`src/rtr_pkg.sv`:
```
// router shared definitions
`default_nettype none

package rtr_pkg;

   // --------------------
   // port numbering
   // --------------------

   // local, left and right
   localparam int NUM_PORTS = 3;

   // enough bits to name any port
   localparam int PORT_W = 2;

   // the node attached to this router
   localparam logic [PORT_W-1:0] PORT_LOCAL = 2'd0;
   // toward lower addresses
   localparam logic [PORT_W-1:0] PORT_LEFT = 2'd1;
   // toward higher addresses
   localparam logic [PORT_W-1:0] PORT_RIGHT = 2'd2;

   // --------------------
   // flit format
   // --------------------

   // four routers on the line
   localparam int ADDR_W = 2;

   // data word carried by every flit
   localparam int DATA_W = 16;

   // what is left of a head word after the address
   localparam int PAYLOAD_W = DATA_W - ADDR_W;

   // --------------------
   // flow control
   // --------------------

   // flits per input buffer, also the starting credit of each output
   localparam int BUF_DEPTH = 4;

   // must hold 0 .. BUF_DEPTH
   localparam int CREDIT_W = 3;

   // head flits carry the destination on top, body flits are plain data
   typedef union packed {
      logic [DATA_W-1:0] body;
      struct packed {
         logic [ADDR_W-1:0]    dest;
         logic [PAYLOAD_W-1:0] payload;
      } head;
   } flit_data_u;

endpackage

`default_nettype wire

```
`src/rtr_input_buffer.sv`:
```
// input flit buffer
`default_nettype none

module rtr_input_buffer
   import rtr_pkg::*;
(
   input  logic              clk,
   input  logic              rst_n,
   // own position on the line
   input  logic [ADDR_W-1:0] router_address,
   // incoming link
   input  logic              flit_valid_in,
   input  logic              flit_head_in,
   input  logic              flit_tail_in,
   input  flit_data_u        flit_data_in,
   // front flit has been taken
   input  logic              pop,
   // front of queue, seen by allocator and crossbar
   output logic              front_valid,
   output logic              front_head,
   output logic              front_tail,
   output flit_data_u        front_data,
   output logic [PORT_W-1:0] front_port,
   // one slot freed upstream
   output logic              credit_out,
   output logic              overflow_err
);

   // flit storage, split by field
   logic       head_mem [BUF_DEPTH];
   logic       tail_mem [BUF_DEPTH];
   flit_data_u data_mem [BUF_DEPTH];

   // depth is a power of two, pointers wrap on their own
   logic [$clog2(BUF_DEPTH)-1:0] wr_ptr;
   logic [$clog2(BUF_DEPTH)-1:0] rd_ptr;
   logic [CREDIT_W-1:0]          count;
   logic                         full;
   logic                         wr_en;

   assign full  = (count == CREDIT_W'(BUF_DEPTH));
   // a flit arriving at a full buffer is lost
   assign wr_en        = flit_valid_in && !full;
   assign overflow_err = flit_valid_in && full;

   // --------------------
   // storage
   // --------------------

   always_ff @(posedge clk)
   begin
      if (wr_en)
      begin
         head_mem[wr_ptr] <= flit_head_in;
         tail_mem[wr_ptr] <= flit_tail_in;
         data_mem[wr_ptr] <= flit_data_in;
      end
   end

   // pointers, occupancy and credit return
   always_ff @(posedge clk or negedge rst_n)
   begin
      if (!rst_n)
      begin
         wr_ptr     <= '0;
         rd_ptr     <= '0;
         count      <= '0;
         credit_out <= 1'b0;
      end
      else
      begin
         if (wr_en)
         begin
            wr_ptr <= wr_ptr + 1'b1;
         end
         if (pop)
         begin
            rd_ptr <= rd_ptr + 1'b1;
         end
         case ({wr_en, pop})
            2'b10:   count <= count + 1'b1;
            2'b01:   count <= count - 1'b1;
            default: count <= count;
         endcase
         // slot is free once the flit has left
         credit_out <= pop;
      end
   end

   // --------------------
   // front flit and route
   // --------------------

   assign front_valid = (count != '0);
   assign front_head  = head_mem[rd_ptr];
   assign front_tail  = tail_mem[rd_ptr];
   assign front_data  = data_mem[rd_ptr];

   // dimension order on a line, only meaningful for a head flit
   always_comb
   begin
      if (front_data.head.dest < router_address)
      begin
         front_port = PORT_LEFT;
      end
      else if (front_data.head.dest > router_address)
      begin
         front_port = PORT_RIGHT;
      end
      else
      begin
         front_port = PORT_LOCAL;
      end
   end

endmodule

`default_nettype wire

```
`src/rtr_credit_counter.sv`:
```
// output credit counter
`default_nettype none

module rtr_credit_counter
   import rtr_pkg::*;
(
   input  logic clk,
   input  logic rst_n,
   // a flit leaves on this output
   input  logic send,
   // downstream freed a slot
   input  logic credit_in,
   // at least one slot free downstream
   output logic credit_avail,
   // credit returned with nothing outstanding
   output logic overflow_err
);

   // free slots in the downstream buffer
   logic [CREDIT_W-1:0] count;
   logic                at_max;

   assign at_max = (count == CREDIT_W'(BUF_DEPTH));

   // a send in the same cycle uses up the slot, so no overflow then
   assign overflow_err = credit_in && !send && at_max;

   assign credit_avail = (count != '0);

   always_ff @(posedge clk or negedge rst_n)
   begin
      if (!rst_n)
      begin
         // downstream buffer starts empty
         count <= CREDIT_W'(BUF_DEPTH);
      end
      else
      begin
         case ({send, credit_in})
            2'b10:   count <= count - 1'b1;
            // excess credits are ignored, they only raise the error
            2'b01:   count <= at_max ? count : count + 1'b1;
            // send and return together cancel out
            default: count <= count;
         endcase
      end
   end

endmodule

`default_nettype wire

```
`src/rtr_switch_alloc.sv`:
```
// wormhole switch allocator
`default_nettype none

module rtr_switch_alloc
   import rtr_pkg::*;
(
   input  logic                             clk,
   input  logic                             rst_n,
   // front flit of each input
   input  logic [NUM_PORTS-1:0]             front_valid,
   input  logic [NUM_PORTS-1:0]             front_head,
   input  logic [NUM_PORTS-1:0]             front_tail,
   input  logic [NUM_PORTS-1:0][PORT_W-1:0] front_port,
   // per output
   input  logic [NUM_PORTS-1:0]             credit_avail,
   // per input, front flit consumed
   output logic [NUM_PORTS-1:0]             pop,
   // per output, flit goes out this cycle from input sel_in
   output logic [NUM_PORTS-1:0]             send,
   output logic [NUM_PORTS-1:0][PORT_W-1:0] sel_in,
   output logic                             framing_err
);

   // per output: packet in progress, its input, next input to favour
   logic [NUM_PORTS-1:0]             active;
   logic [NUM_PORTS-1:0][PORT_W-1:0] owner;
   logic [NUM_PORTS-1:0][PORT_W-1:0] rr_ptr;
   // per input: some output is carrying its packet
   logic [NUM_PORTS-1:0]             owned;
   // body or tail flit with no packet around it
   logic [NUM_PORTS-1:0]             orphan;
   // idle arbitration result per output
   logic [NUM_PORTS-1:0]             grant;
   logic [NUM_PORTS-1:0][PORT_W-1:0] winner;

   always_comb
   begin
      owned = '0;
      for (int o = 0; o < NUM_PORTS; o++)
      begin
         if (active[o])
         begin
            owned[owner[o]] = 1'b1;
         end
      end
   end

   // --------------------
   // round robin
   // --------------------

   // owned inputs are skipped so no input ever has two outputs
   always_comb
   begin
      int idx;
      grant  = '0;
      winner = '0;
      for (int o = 0; o < NUM_PORTS; o++)
      begin
         for (int k = 0; k < NUM_PORTS; k++)
         begin
            idx = (int'(rr_ptr[o]) + k) % NUM_PORTS;
            if (!grant[o] && front_valid[idx] && front_head[idx] && !owned[idx]
                && (front_port[idx] == PORT_W'(o)))
            begin
               grant[o]  = 1'b1;
               winner[o] = PORT_W'(idx);
            end
         end
      end
   end

   // head goes out in the grant cycle when a credit is there
   always_comb
   begin
      for (int o = 0; o < NUM_PORTS; o++)
      begin
         if (active[o])
         begin
            sel_in[o] = owner[o];
            send[o]   = front_valid[owner[o]] && credit_avail[o];
         end
         else
         begin
            sel_in[o] = winner[o];
            send[o]   = grant[o] && credit_avail[o];
         end
      end
   end

   // orphan flits are dropped so the input does not lock up
   assign orphan      = front_valid & ~front_head & ~owned;
   assign framing_err = |orphan;

   always_comb
   begin
      pop = orphan;
      for (int o = 0; o < NUM_PORTS; o++)
      begin
         if (send[o])
         begin
            pop[sel_in[o]] = 1'b1;
         end
      end
   end

   // --------------------
   // ownership FSM
   // --------------------

   always_ff @(posedge clk or negedge rst_n)
   begin
      if (!rst_n)
      begin
         active <= '0;
         owner  <= '0;
         rr_ptr <= {NUM_PORTS{PORT_LOCAL}};
      end
      else
      begin
         for (int o = 0; o < NUM_PORTS; o++)
         begin
            if (!active[o] && grant[o])
            begin
               // ownership holds even if the head waits for a credit
               owner[o]  <= winner[o];
               rr_ptr[o] <= (winner[o] == PORT_W'(NUM_PORTS - 1)) ? PORT_LOCAL
                                                                 : winner[o] + 1'b1;
               // single-flit packet done at once
               active[o] <= !(send[o] && front_tail[winner[o]]);
            end
            else if (active[o] && send[o] && front_tail[owner[o]])
            begin
               active[o] <= 1'b0;
            end
         end
      end
   end

endmodule

`default_nettype wire

```
`src/rtr_top.sv`:
```
// line network router
`default_nettype none

module rtr_top
   import rtr_pkg::*;
(
   input  logic                             clk,
   input  logic                             rst_n,
   input  logic [ADDR_W-1:0]                router_address,
   // incoming links, one per port
   input  logic [NUM_PORTS-1:0]             flit_valid_in,
   input  logic [NUM_PORTS-1:0]             flit_head_in,
   input  logic [NUM_PORTS-1:0]             flit_tail_in,
   input  logic [NUM_PORTS-1:0][DATA_W-1:0] flit_data_in,
   // credits from downstream, per output
   input  logic [NUM_PORTS-1:0]             credit_in,
   // outgoing links
   output logic [NUM_PORTS-1:0]             flit_valid_out,
   output logic [NUM_PORTS-1:0]             flit_head_out,
   output logic [NUM_PORTS-1:0]             flit_tail_out,
   output logic [NUM_PORTS-1:0][DATA_W-1:0] flit_data_out,
   // credits to upstream, per input
   output logic [NUM_PORTS-1:0]             credit_out,
   output logic                             error
);

   // buffer fronts
   logic [NUM_PORTS-1:0]             front_valid;
   logic [NUM_PORTS-1:0]             front_head;
   logic [NUM_PORTS-1:0]             front_tail;
   flit_data_u [NUM_PORTS-1:0]       front_data;
   logic [NUM_PORTS-1:0][PORT_W-1:0] front_port;
   // allocator decisions
   logic [NUM_PORTS-1:0]             pop;
   logic [NUM_PORTS-1:0]             send;
   logic [NUM_PORTS-1:0][PORT_W-1:0] sel_in;
   logic [NUM_PORTS-1:0]             credit_avail;
   // crossbar outputs
   logic [NUM_PORTS-1:0]             xbar_head;
   logic [NUM_PORTS-1:0]             xbar_tail;
   logic [NUM_PORTS-1:0][DATA_W-1:0] xbar_data;
   // error sources
   logic [NUM_PORTS-1:0]             buf_overflow;
   logic [NUM_PORTS-1:0]             cc_overflow;
   logic                             framing_err;
   logic                             error_d;

   // --------------------
   // per-port blocks
   // --------------------

   for (genvar p = 0; p < NUM_PORTS; p++)
   begin : g_port
      rtr_input_buffer u_ibuf (
         .clk            (clk),
         .rst_n          (rst_n),
         .router_address (router_address),
         .flit_valid_in  (flit_valid_in[p]),
         .flit_head_in   (flit_head_in[p]),
         .flit_tail_in   (flit_tail_in[p]),
         .flit_data_in   (flit_data_in[p]),
         .pop            (pop[p]),
         .front_valid    (front_valid[p]),
         .front_head     (front_head[p]),
         .front_tail     (front_tail[p]),
         .front_data     (front_data[p]),
         .front_port     (front_port[p]),
         .credit_out     (credit_out[p]),
         .overflow_err   (buf_overflow[p])
      );

      // tracks free slots of the router on this output
      rtr_credit_counter u_ccnt (
         .clk          (clk),
         .rst_n        (rst_n),
         .send         (send[p]),
         .credit_in    (credit_in[p]),
         .credit_avail (credit_avail[p]),
         .overflow_err (cc_overflow[p])
      );
   end

   rtr_switch_alloc u_alloc (
      .clk          (clk),
      .rst_n        (rst_n),
      .front_valid  (front_valid),
      .front_head   (front_head),
      .front_tail   (front_tail),
      .front_port   (front_port),
      .credit_avail (credit_avail),
      .pop          (pop),
      .send         (send),
      .sel_in       (sel_in),
      .framing_err  (framing_err)
   );

   // --------------------
   // crossbar
   // --------------------

   always_comb
   begin
      for (int o = 0; o < NUM_PORTS; o++)
      begin
         xbar_head[o] = front_head[sel_in[o]];
         xbar_tail[o] = front_tail[sel_in[o]];
         xbar_data[o] = front_data[sel_in[o]].body;
      end
   end

   // output register, valid follows send every cycle
   always_ff @(posedge clk or negedge rst_n)
   begin
      if (!rst_n)
      begin
         flit_valid_out <= '0;
      end
      else
      begin
         flit_valid_out <= send;
      end
   end

   always_ff @(posedge clk)
   begin
      for (int o = 0; o < NUM_PORTS; o++)
      begin
         if (send[o])
         begin
            flit_head_out[o] <= xbar_head[o];
            flit_tail_out[o] <= xbar_tail[o];
            flit_data_out[o] <= xbar_data[o];
         end
      end
   end

   // --------------------
   // error report
   // --------------------

   // no hold, one pulse per event
   assign error_d = |{buf_overflow, cc_overflow, framing_err};

   always_ff @(posedge clk or negedge rst_n)
   begin
      if (!rst_n)
      begin
         error <= 1'b0;
      end
      else
      begin
         error <= error_d;
      end
   end

endmodule

`default_nettype wire

```
`config.mk`:
```
export PLATFORM = sky130hd
export DESIGN_NAME = rtr_top
export DESIGN_NICKNAME = d
export VERILOG_FILES = /design/src/rtr_pkg.sv /design/src/rtr_input_buffer.sv /design/src/rtr_credit_counter.sv /design/src/rtr_switch_alloc.sv /design/src/rtr_top.sv
export SDC_FILE = /design/constraint.sdc
export NUM_CORES = 1
export LEC_CHECK = 0
export BUFFER_PORTS_ARGS = -buffer_cell sky130_fd_sc_hd__buf_2
export CORE_MARGIN = 8
export CORE_UTILIZATION = 50
export CTS_BUF_LIST = sky130_fd_sc_hd__clkbuf_8
export CTS_CLUSTER_DIAMETER = 60
export DETAILED_ROUTE_END_ITERATION = 16
export PLACE_DENSITY = 0.79
export RECOVER_POWER = 25
export SLEW_MARGIN = 15
export SYNTH_ARGS = -nofsm -noshare
export SYNTH_HDL_FRONTEND = slang
export SYNTH_HIERARCHICAL = 1
export SYNTH_SLANG_ARGS = --single-unit
```
`constraint.sdc`:
```
create_clock -name clk -period 6 [get_ports clk]
set_input_delay 1.2 -clock clk [delete_from_list [all_inputs] [get_ports clk]]
set_output_delay 1.2 -clock clk [all_outputs]
set_load 0.01 [all_outputs]
```
[Word-level counts from Yosys, hierarchy flattened]
Memories as Yosys holds them, arrays and structs flattened.
Cells that the tools add are included.
W data, S select, Z words.
Word-level totals
  flip-flop bits (word level): 106
  bits in writable memories: 216
  logic and storage cells: 483
  memories: 9
Memories
  g_port[0].u_ibuf.data_mem: depth 4, bits a word 16, read ports 1, clocked after memory_dff 0, write ports 1, RTL line rtr_input_buffer.sv:32  | flit_data_u data_mem [BUF_DEPTH];
  g_port[1].u_ibuf.data_mem: depth 4, bits a word 16, read ports 1, clocked after memory_dff 0, write ports 1, RTL line rtr_input_buffer.sv:32
  g_port[2].u_ibuf.data_mem: depth 4, bits a word 16, read ports 1, clocked after memory_dff 0, write ports 1, RTL line rtr_input_buffer.sv:32
  g_port[0].u_ibuf.head_mem: depth 4, bits a word 1, read ports 1, clocked after memory_dff 0, write ports 1, RTL line rtr_input_buffer.sv:30  | logic head_mem [BUF_DEPTH];
  g_port[0].u_ibuf.tail_mem: depth 4, bits a word 1, read ports 1, clocked after memory_dff 0, write ports 1, RTL line rtr_input_buffer.sv:31  | logic tail_mem [BUF_DEPTH];
  g_port[1].u_ibuf.head_mem: depth 4, bits a word 1, read ports 1, clocked after memory_dff 0, write ports 1, RTL line rtr_input_buffer.sv:30
  3 more memories
Cells by class
  add/subtract/negate cells: 27
  divide/modulo/power cells: 9
  order comparisons: 30
  eq/ne operators: 30
  multiplexer cells: 216
  bitwise operators: 9
  reductions and logical operators: 118
Operators with widths (number)
  $lt A32 B4 Y1 const B: 9
  $mod A32 B3 Y32 const B: 6
  $mux W1: 99
  $bmux W16 S2: 3
  $mod A3 B3 Y32 const B: 3
  $bmux W1 S2: 42
  $mux W2: 39
  $logic_and A1 B1 Y1: 69
  $mux W16: 3
  $bmux W2 S2: 9
  $pmux W3 S2: 6
  $logic_not A1 Y1: 27
  $lt A2 B3 Y1 const B: 9
  $mux W3: 9
  $eq A2 B2 Y1 const B: 12
  $add A2 B1 Y2 const B: 9
  $add A3 B1 Y3 const B: 6
  $eq A2 B1 Y1 const B: 9
  $eq A3 B3 Y1 const B: 6
  $reduce_bool A2 Y1: 9
  $reduce_bool A3 Y1: 6
  $sub A3 B1 Y3 const B: 6
  $or A3 B3 Y3: 5
  $demux W1 S2: 6
  11 further kinds: 32

[Depth between registers and ports, before layout]
  depth in word-level cells: 41
  depth in mapped cells: 22
  mapped depth without buffers: 20

[Cells and area by module]
Netlist, hierarchy kept.
By module, submodules not included
  rtr_input_buffer (g_port[2].u_ibuf): instances 1, cells each 136, area an instance 3086.7 um2, seq. area each 2362.3 um2
  rtr_input_buffer (g_port[1].u_ibuf): instances 1, cells each 136, area an instance 3074.2 um2, seq. area each 2362.3 um2
  rtr_input_buffer (g_port[0].u_ibuf): instances 1, cells each 136, area an instance 3071.7 um2, seq. area each 2362.3 um2
  rtr_top: instances 1, cells each 190, area an instance 3025.4 um2, seq. area each 1721.7 um2
  rtr_switch_alloc: instances 1, cells each 223, area an instance 1788.0 um2, seq. area each 375.4 um2
  rtr_credit_counter: instances 3, cells each 30, area an instance 256.5 um2, seq. area each 76.3 um2

[Worst setup path after synthesis]
OpenSTA, ideal clock, no wires.
  path type: input port to flip-flop
  from: input port router_address[1]
  to: register g_port[0].u_ibuf.count[1]
  setup time: 0.125 ns
  arrival time: 5.028 ns
  slack: 0.847 ns
  stages on the path: 14
  cell sequence: inv_1 ha_1 a21oi_1 a21oi_1 inv_1 nor3_1 a2bb2oi_1 o21ai_1 a21boi_1 o2111ai_1 o2111ai_2 ha_1 fa_1 mux2_2
RTL lines
  start: declaration: RTL line rtr_top.sv:9  | input logic [ADDR_W-1:0] router_address,
  end signal: assignment: RTL line rtr_input_buffer.sv:81  | 2'b10: count <= count + 1'b1;
  end signal: assignment: RTL line rtr_input_buffer.sv:82  | 2'b01: count <= count - 1'b1;
  end signal: assignment: RTL line rtr_input_buffer.sv:83  | default: count <= count;
  end: declaration: RTL line rtr_input_buffer.sv:37  | logic [CREDIT_W-1:0] count;

==> impl_metrics.yaml <==
clocking:
  clkTransAtPathRegs_ps: 60
  tritoncts: "done"
  clkSinkCount: 322
  cts_resized: 0
  clk_latency_ps: 580
  cts_buffers: 52
  hold_buffers: 0
  cts.root.buffer_cell: "clkbuf_8"
  cts_setup_buffers: 0
  clock_path_buffers: 3
  htree_levels: 2
grt:
  antenna_found_initial: 2
  grt_pass1_wl_um: 51520
  grt_max_degree: 53
  grt_pass1_vias: 8816
  overflow: 0
  grt_usage_pct: 18.85
synthesis:
  yosysUniqueCellTypes: 85
  ys.warnings.count: 6
  ys_seq_area_share_pct: 63.53
  ys_seq_elements: 322
  syn-instance-count: 911
  synth_edf_count: 270
  synth_ff_type: "edfxtp_1"
  synth_nets: 1009
  synth_area_per_cell_sq_um: 16.26
  synth_area_sq_mm: 0.01482
  async_reset_ff_share_pct: 16.15
drt:
  viasPerCell: 5.783
  first_pass_iters: 7
  drc: 0
  drtIter0Drc: 768
  wire_per_inst_um: 22.61
  postRouteAntennaNets: 0
  routed_wl_um: 33800
  dr_total_vias: 8646
worst_setup_path:
  r2r_slack_ps: 900
  critPathMaxStageDelay_ps: 620
  crit_slowest_cell: "mux4_2"
  arrival_ps: 5550
  crit_fanout: 20
  r2r_end: "g_port[0].u_ibuf/count[1]"
  critical_path_class: "reg2reg"
  reg2reg_from: "g_port[0].u_ibuf/rd_ptr[0]"
  start_kind: "register"
  crit_chain: "mux4_2, ha_1, a21oi_1, a21oi_1, nand3b_1, or4b_4, nor4_1, a2111oi_0, nand3_1, o21ai_2, buf_4, nand4b_1, o2111ai_2, ha_1, fa_1, mux2_2"
  r2r_cells: 16
  endpoint_kind: "register"
  worstPathRequired_ps: 6450
layout:
  areaGrowthSynthToFinish_pct: 11.89
  final_common_cell: "edfxtp_1"
  layout_common_cells: "edfxtp_1, buf_2, mux2i_1"
  fillCellCount: 2305
  final_nets: 1159
  layout-drive-gt1-share_pct: 23.91
  final_core_util_pct: 56.38
sta:
  fin_skew_ps: 23.57
  maxSlewHeadroom_pct: 33.21
  finalSetupTns_ps: 0
  setup_violations: 0
  period_needed_ps: 5097
  slew_violations: 0
  rsz0062_at_grt: "no"
  max_freq_ghz: 0.1962
  hold_ws_ps: 481.3
  hold_violations: 0
  fin_crit_sh_pct: 84.95
  tightest_slew_ps: 1002
run:
  cap_violations: 0
floorplanning:
  coreArea_sq_mm: 0.02940
  fp.dieW_um: 188.1
  io_pins: 125
  start_util_pct: 50.39
  die-height_um: 188.1
  fp-row-count: 63
  die_area_sq_mm: 0.03539
pwr:
  power_per_cell_area_mw_per_mm2: 631.5
  power_leakage_nw: 5.976
  max-vdd-ir-drop_uv: 288.6
  power_mw: 10.47
placement:
  io_buffers: 124
  place_congestion: 0.8864
  hpwlAfterDp_um: 23940
worst_hold_path:
  hold_path_end: "g_port[2].u_ibuf/count[2]"
  hold_depth: 1
  hp-start: "g_port[2].u_ibuf/count[2]"
  min_path_type: "reg2reg"
outcome:
  outcome: "finished, final reports clean"
==> routing by layer <==
metal / GRT usage, % / wire length, um / vias up
met1: 24.69 / 13620 / 4327
met4: 5.818 / 849 / 4
met5: 0 / 31 / -
li1: - / - / 3896
met2: 30.35 / 16340 / 354
met3: 5.071 / 2966 / 65
==> sequential cells by signal, indices dropped and copies added, names as in the netlist <==
register and flops:
g_port.u_ibuf/data_mem 192, flit_data_out 48, g_port.u_ibuf/head_mem 12, g_port.u_ibuf/tail_mem 12
g_port.u_ccnt/count 9, g_port.u_ibuf/count 9, g_port.u_ibuf/rd_ptr 6, g_port.u_ibuf/wr_ptr 6
u_alloc/owner 6, u_alloc/rr_ptr 6, flit_head_out 3, flit_tail_out 3
flit_valid_out 3, g_port.u_ibuf/credit_out 3, u_alloc/active 3, error 1
==> worst max-delay path by stage <==
stage	startpoint	end	depth (start not counted)	slack (ps)
final	g_port[0].u_ibuf/rd_ptr[0]	g_port[0].u_ibuf/count[1]	16	900
after global routing	g_port[1].u_ibuf/rd_ptr[0]	g_port[0].u_ibuf/count[2]	17	550
after floorplan	router_address[1]	g_port[0].u_ibuf/count[1]	14	850
after global placement	router_address[1]	g_port[0].u_ibuf/count[1]	17	880
after detailed placement	router_address[1]	g_port[0].u_ibuf/count[1]	17	710
after CTS	g_port[0].u_ibuf/rd_ptr[0]	g_port[0].u_ibuf/count[1]	16	950
==> kinds of logic after synthesis <==
family	after synthesis	synth area share [%]
adder cells (fa/ha/maj)	35	3.243
AND/OR/NAND/NOR	169	6.722
multiplexers	127	13.23
flip-flops	322	63.53
buffers and inverters	88	4.011
AO/OA/AOI/OAI	149	8.023
XOR/XNOR	21	1.241
==> worst max-delay path, delay by kind of cell, from the launching register on <==
kind / cells / cell delay [ps]
buffers and inverters: 1 / 260
AOI/OAI and AO/OA: 5 / 800
and+or+nand+nor: 5 / 1570
muxes: 2 / 880
DFF: 1 / 460
adders and majority gates: 3 / 990
==> synthesized netlist by cell type (4+ instances only) <==
cell       count  area share, %
nand3_1        8           0.27
a31oi_1        7           0.30
mux2i_1       66            4.5
dfrtp_1       49            8.3
o2bb2ai_1     55            3.3
mux2_2         6           0.46
a21oi_1       17           0.57
buf_6         17            1.3
nand2b_1       8           0.34
inv_1         42            1.1
buf_4          6           0.30
nor2b_1        4           0.17
nor2_1        22           0.56
and2_1        10           0.42
o22ai_1        6           0.25
o21ai_0       15           0.51
o2111ai_1      4           0.24
nand3b_1       9           0.46
buf_12         4           0.54
clkbuf_1       4           0.10
nor3_1        13           0.44
xor2_1         9           0.53
mux4_2        54            8.2
nor3b_1        4           0.20
nand2_1       43            1.1
xnor2_1       12           0.71
nor4_1         7           0.30
edfxtp_1     270             55
o21ai_1        4           0.14
ha_1          28            2.4
a21o_1         8           0.41
buf_2          9           0.30
and3_2         4           0.20
fa_1           6           0.81
==> through the flow <==
stage | area [sq um] | instances | setup slack [ps]
after floorplan | 14820 | 911 | 847.3
after global placement | 15630 | 1397 | 876.0
after detailed placement | 15630 | 1397 | 709.5
after CTS | 16640 | 1494 | 947.1
after global routing | 16570 | 1494 | 554.0
final | 16580 | 1495 | 903.2
==> power by group <==
| part | switching [mW] | internal [mW] | leakage [nW] |
|---|---|---|---|
| combinational | 2.91 | 1.91 | 2.29 |
| clock | 0.840 | 0.955 | 0.579 |
| sequential | 0.426 | 3.43 | 3.11 |
| total | 4.18 | 6.29 | 5.98 |
==> layout make-up <==
| cell class | count | area (sq um) | area share (%) |
|---|---|---|---|
| sequential | 322 | 9413 | 56.78 |
| multi-input combinational | 501 | 4823 | 29.10 |
| clock buffer | 56 | 770.7 | 4.649 |
| timing repair buffer | 140 | 679.4 | 4.098 |
| tap | 390 | 488.0 | 2.944 |
| clock inverter | 41 | 235.2 | 1.419 |
| inverter | 44 | 165.2 | 0.9963 |
| antenna | 1 | 2.502 | 0.01510 |
(Power assumes the default switching activity.)
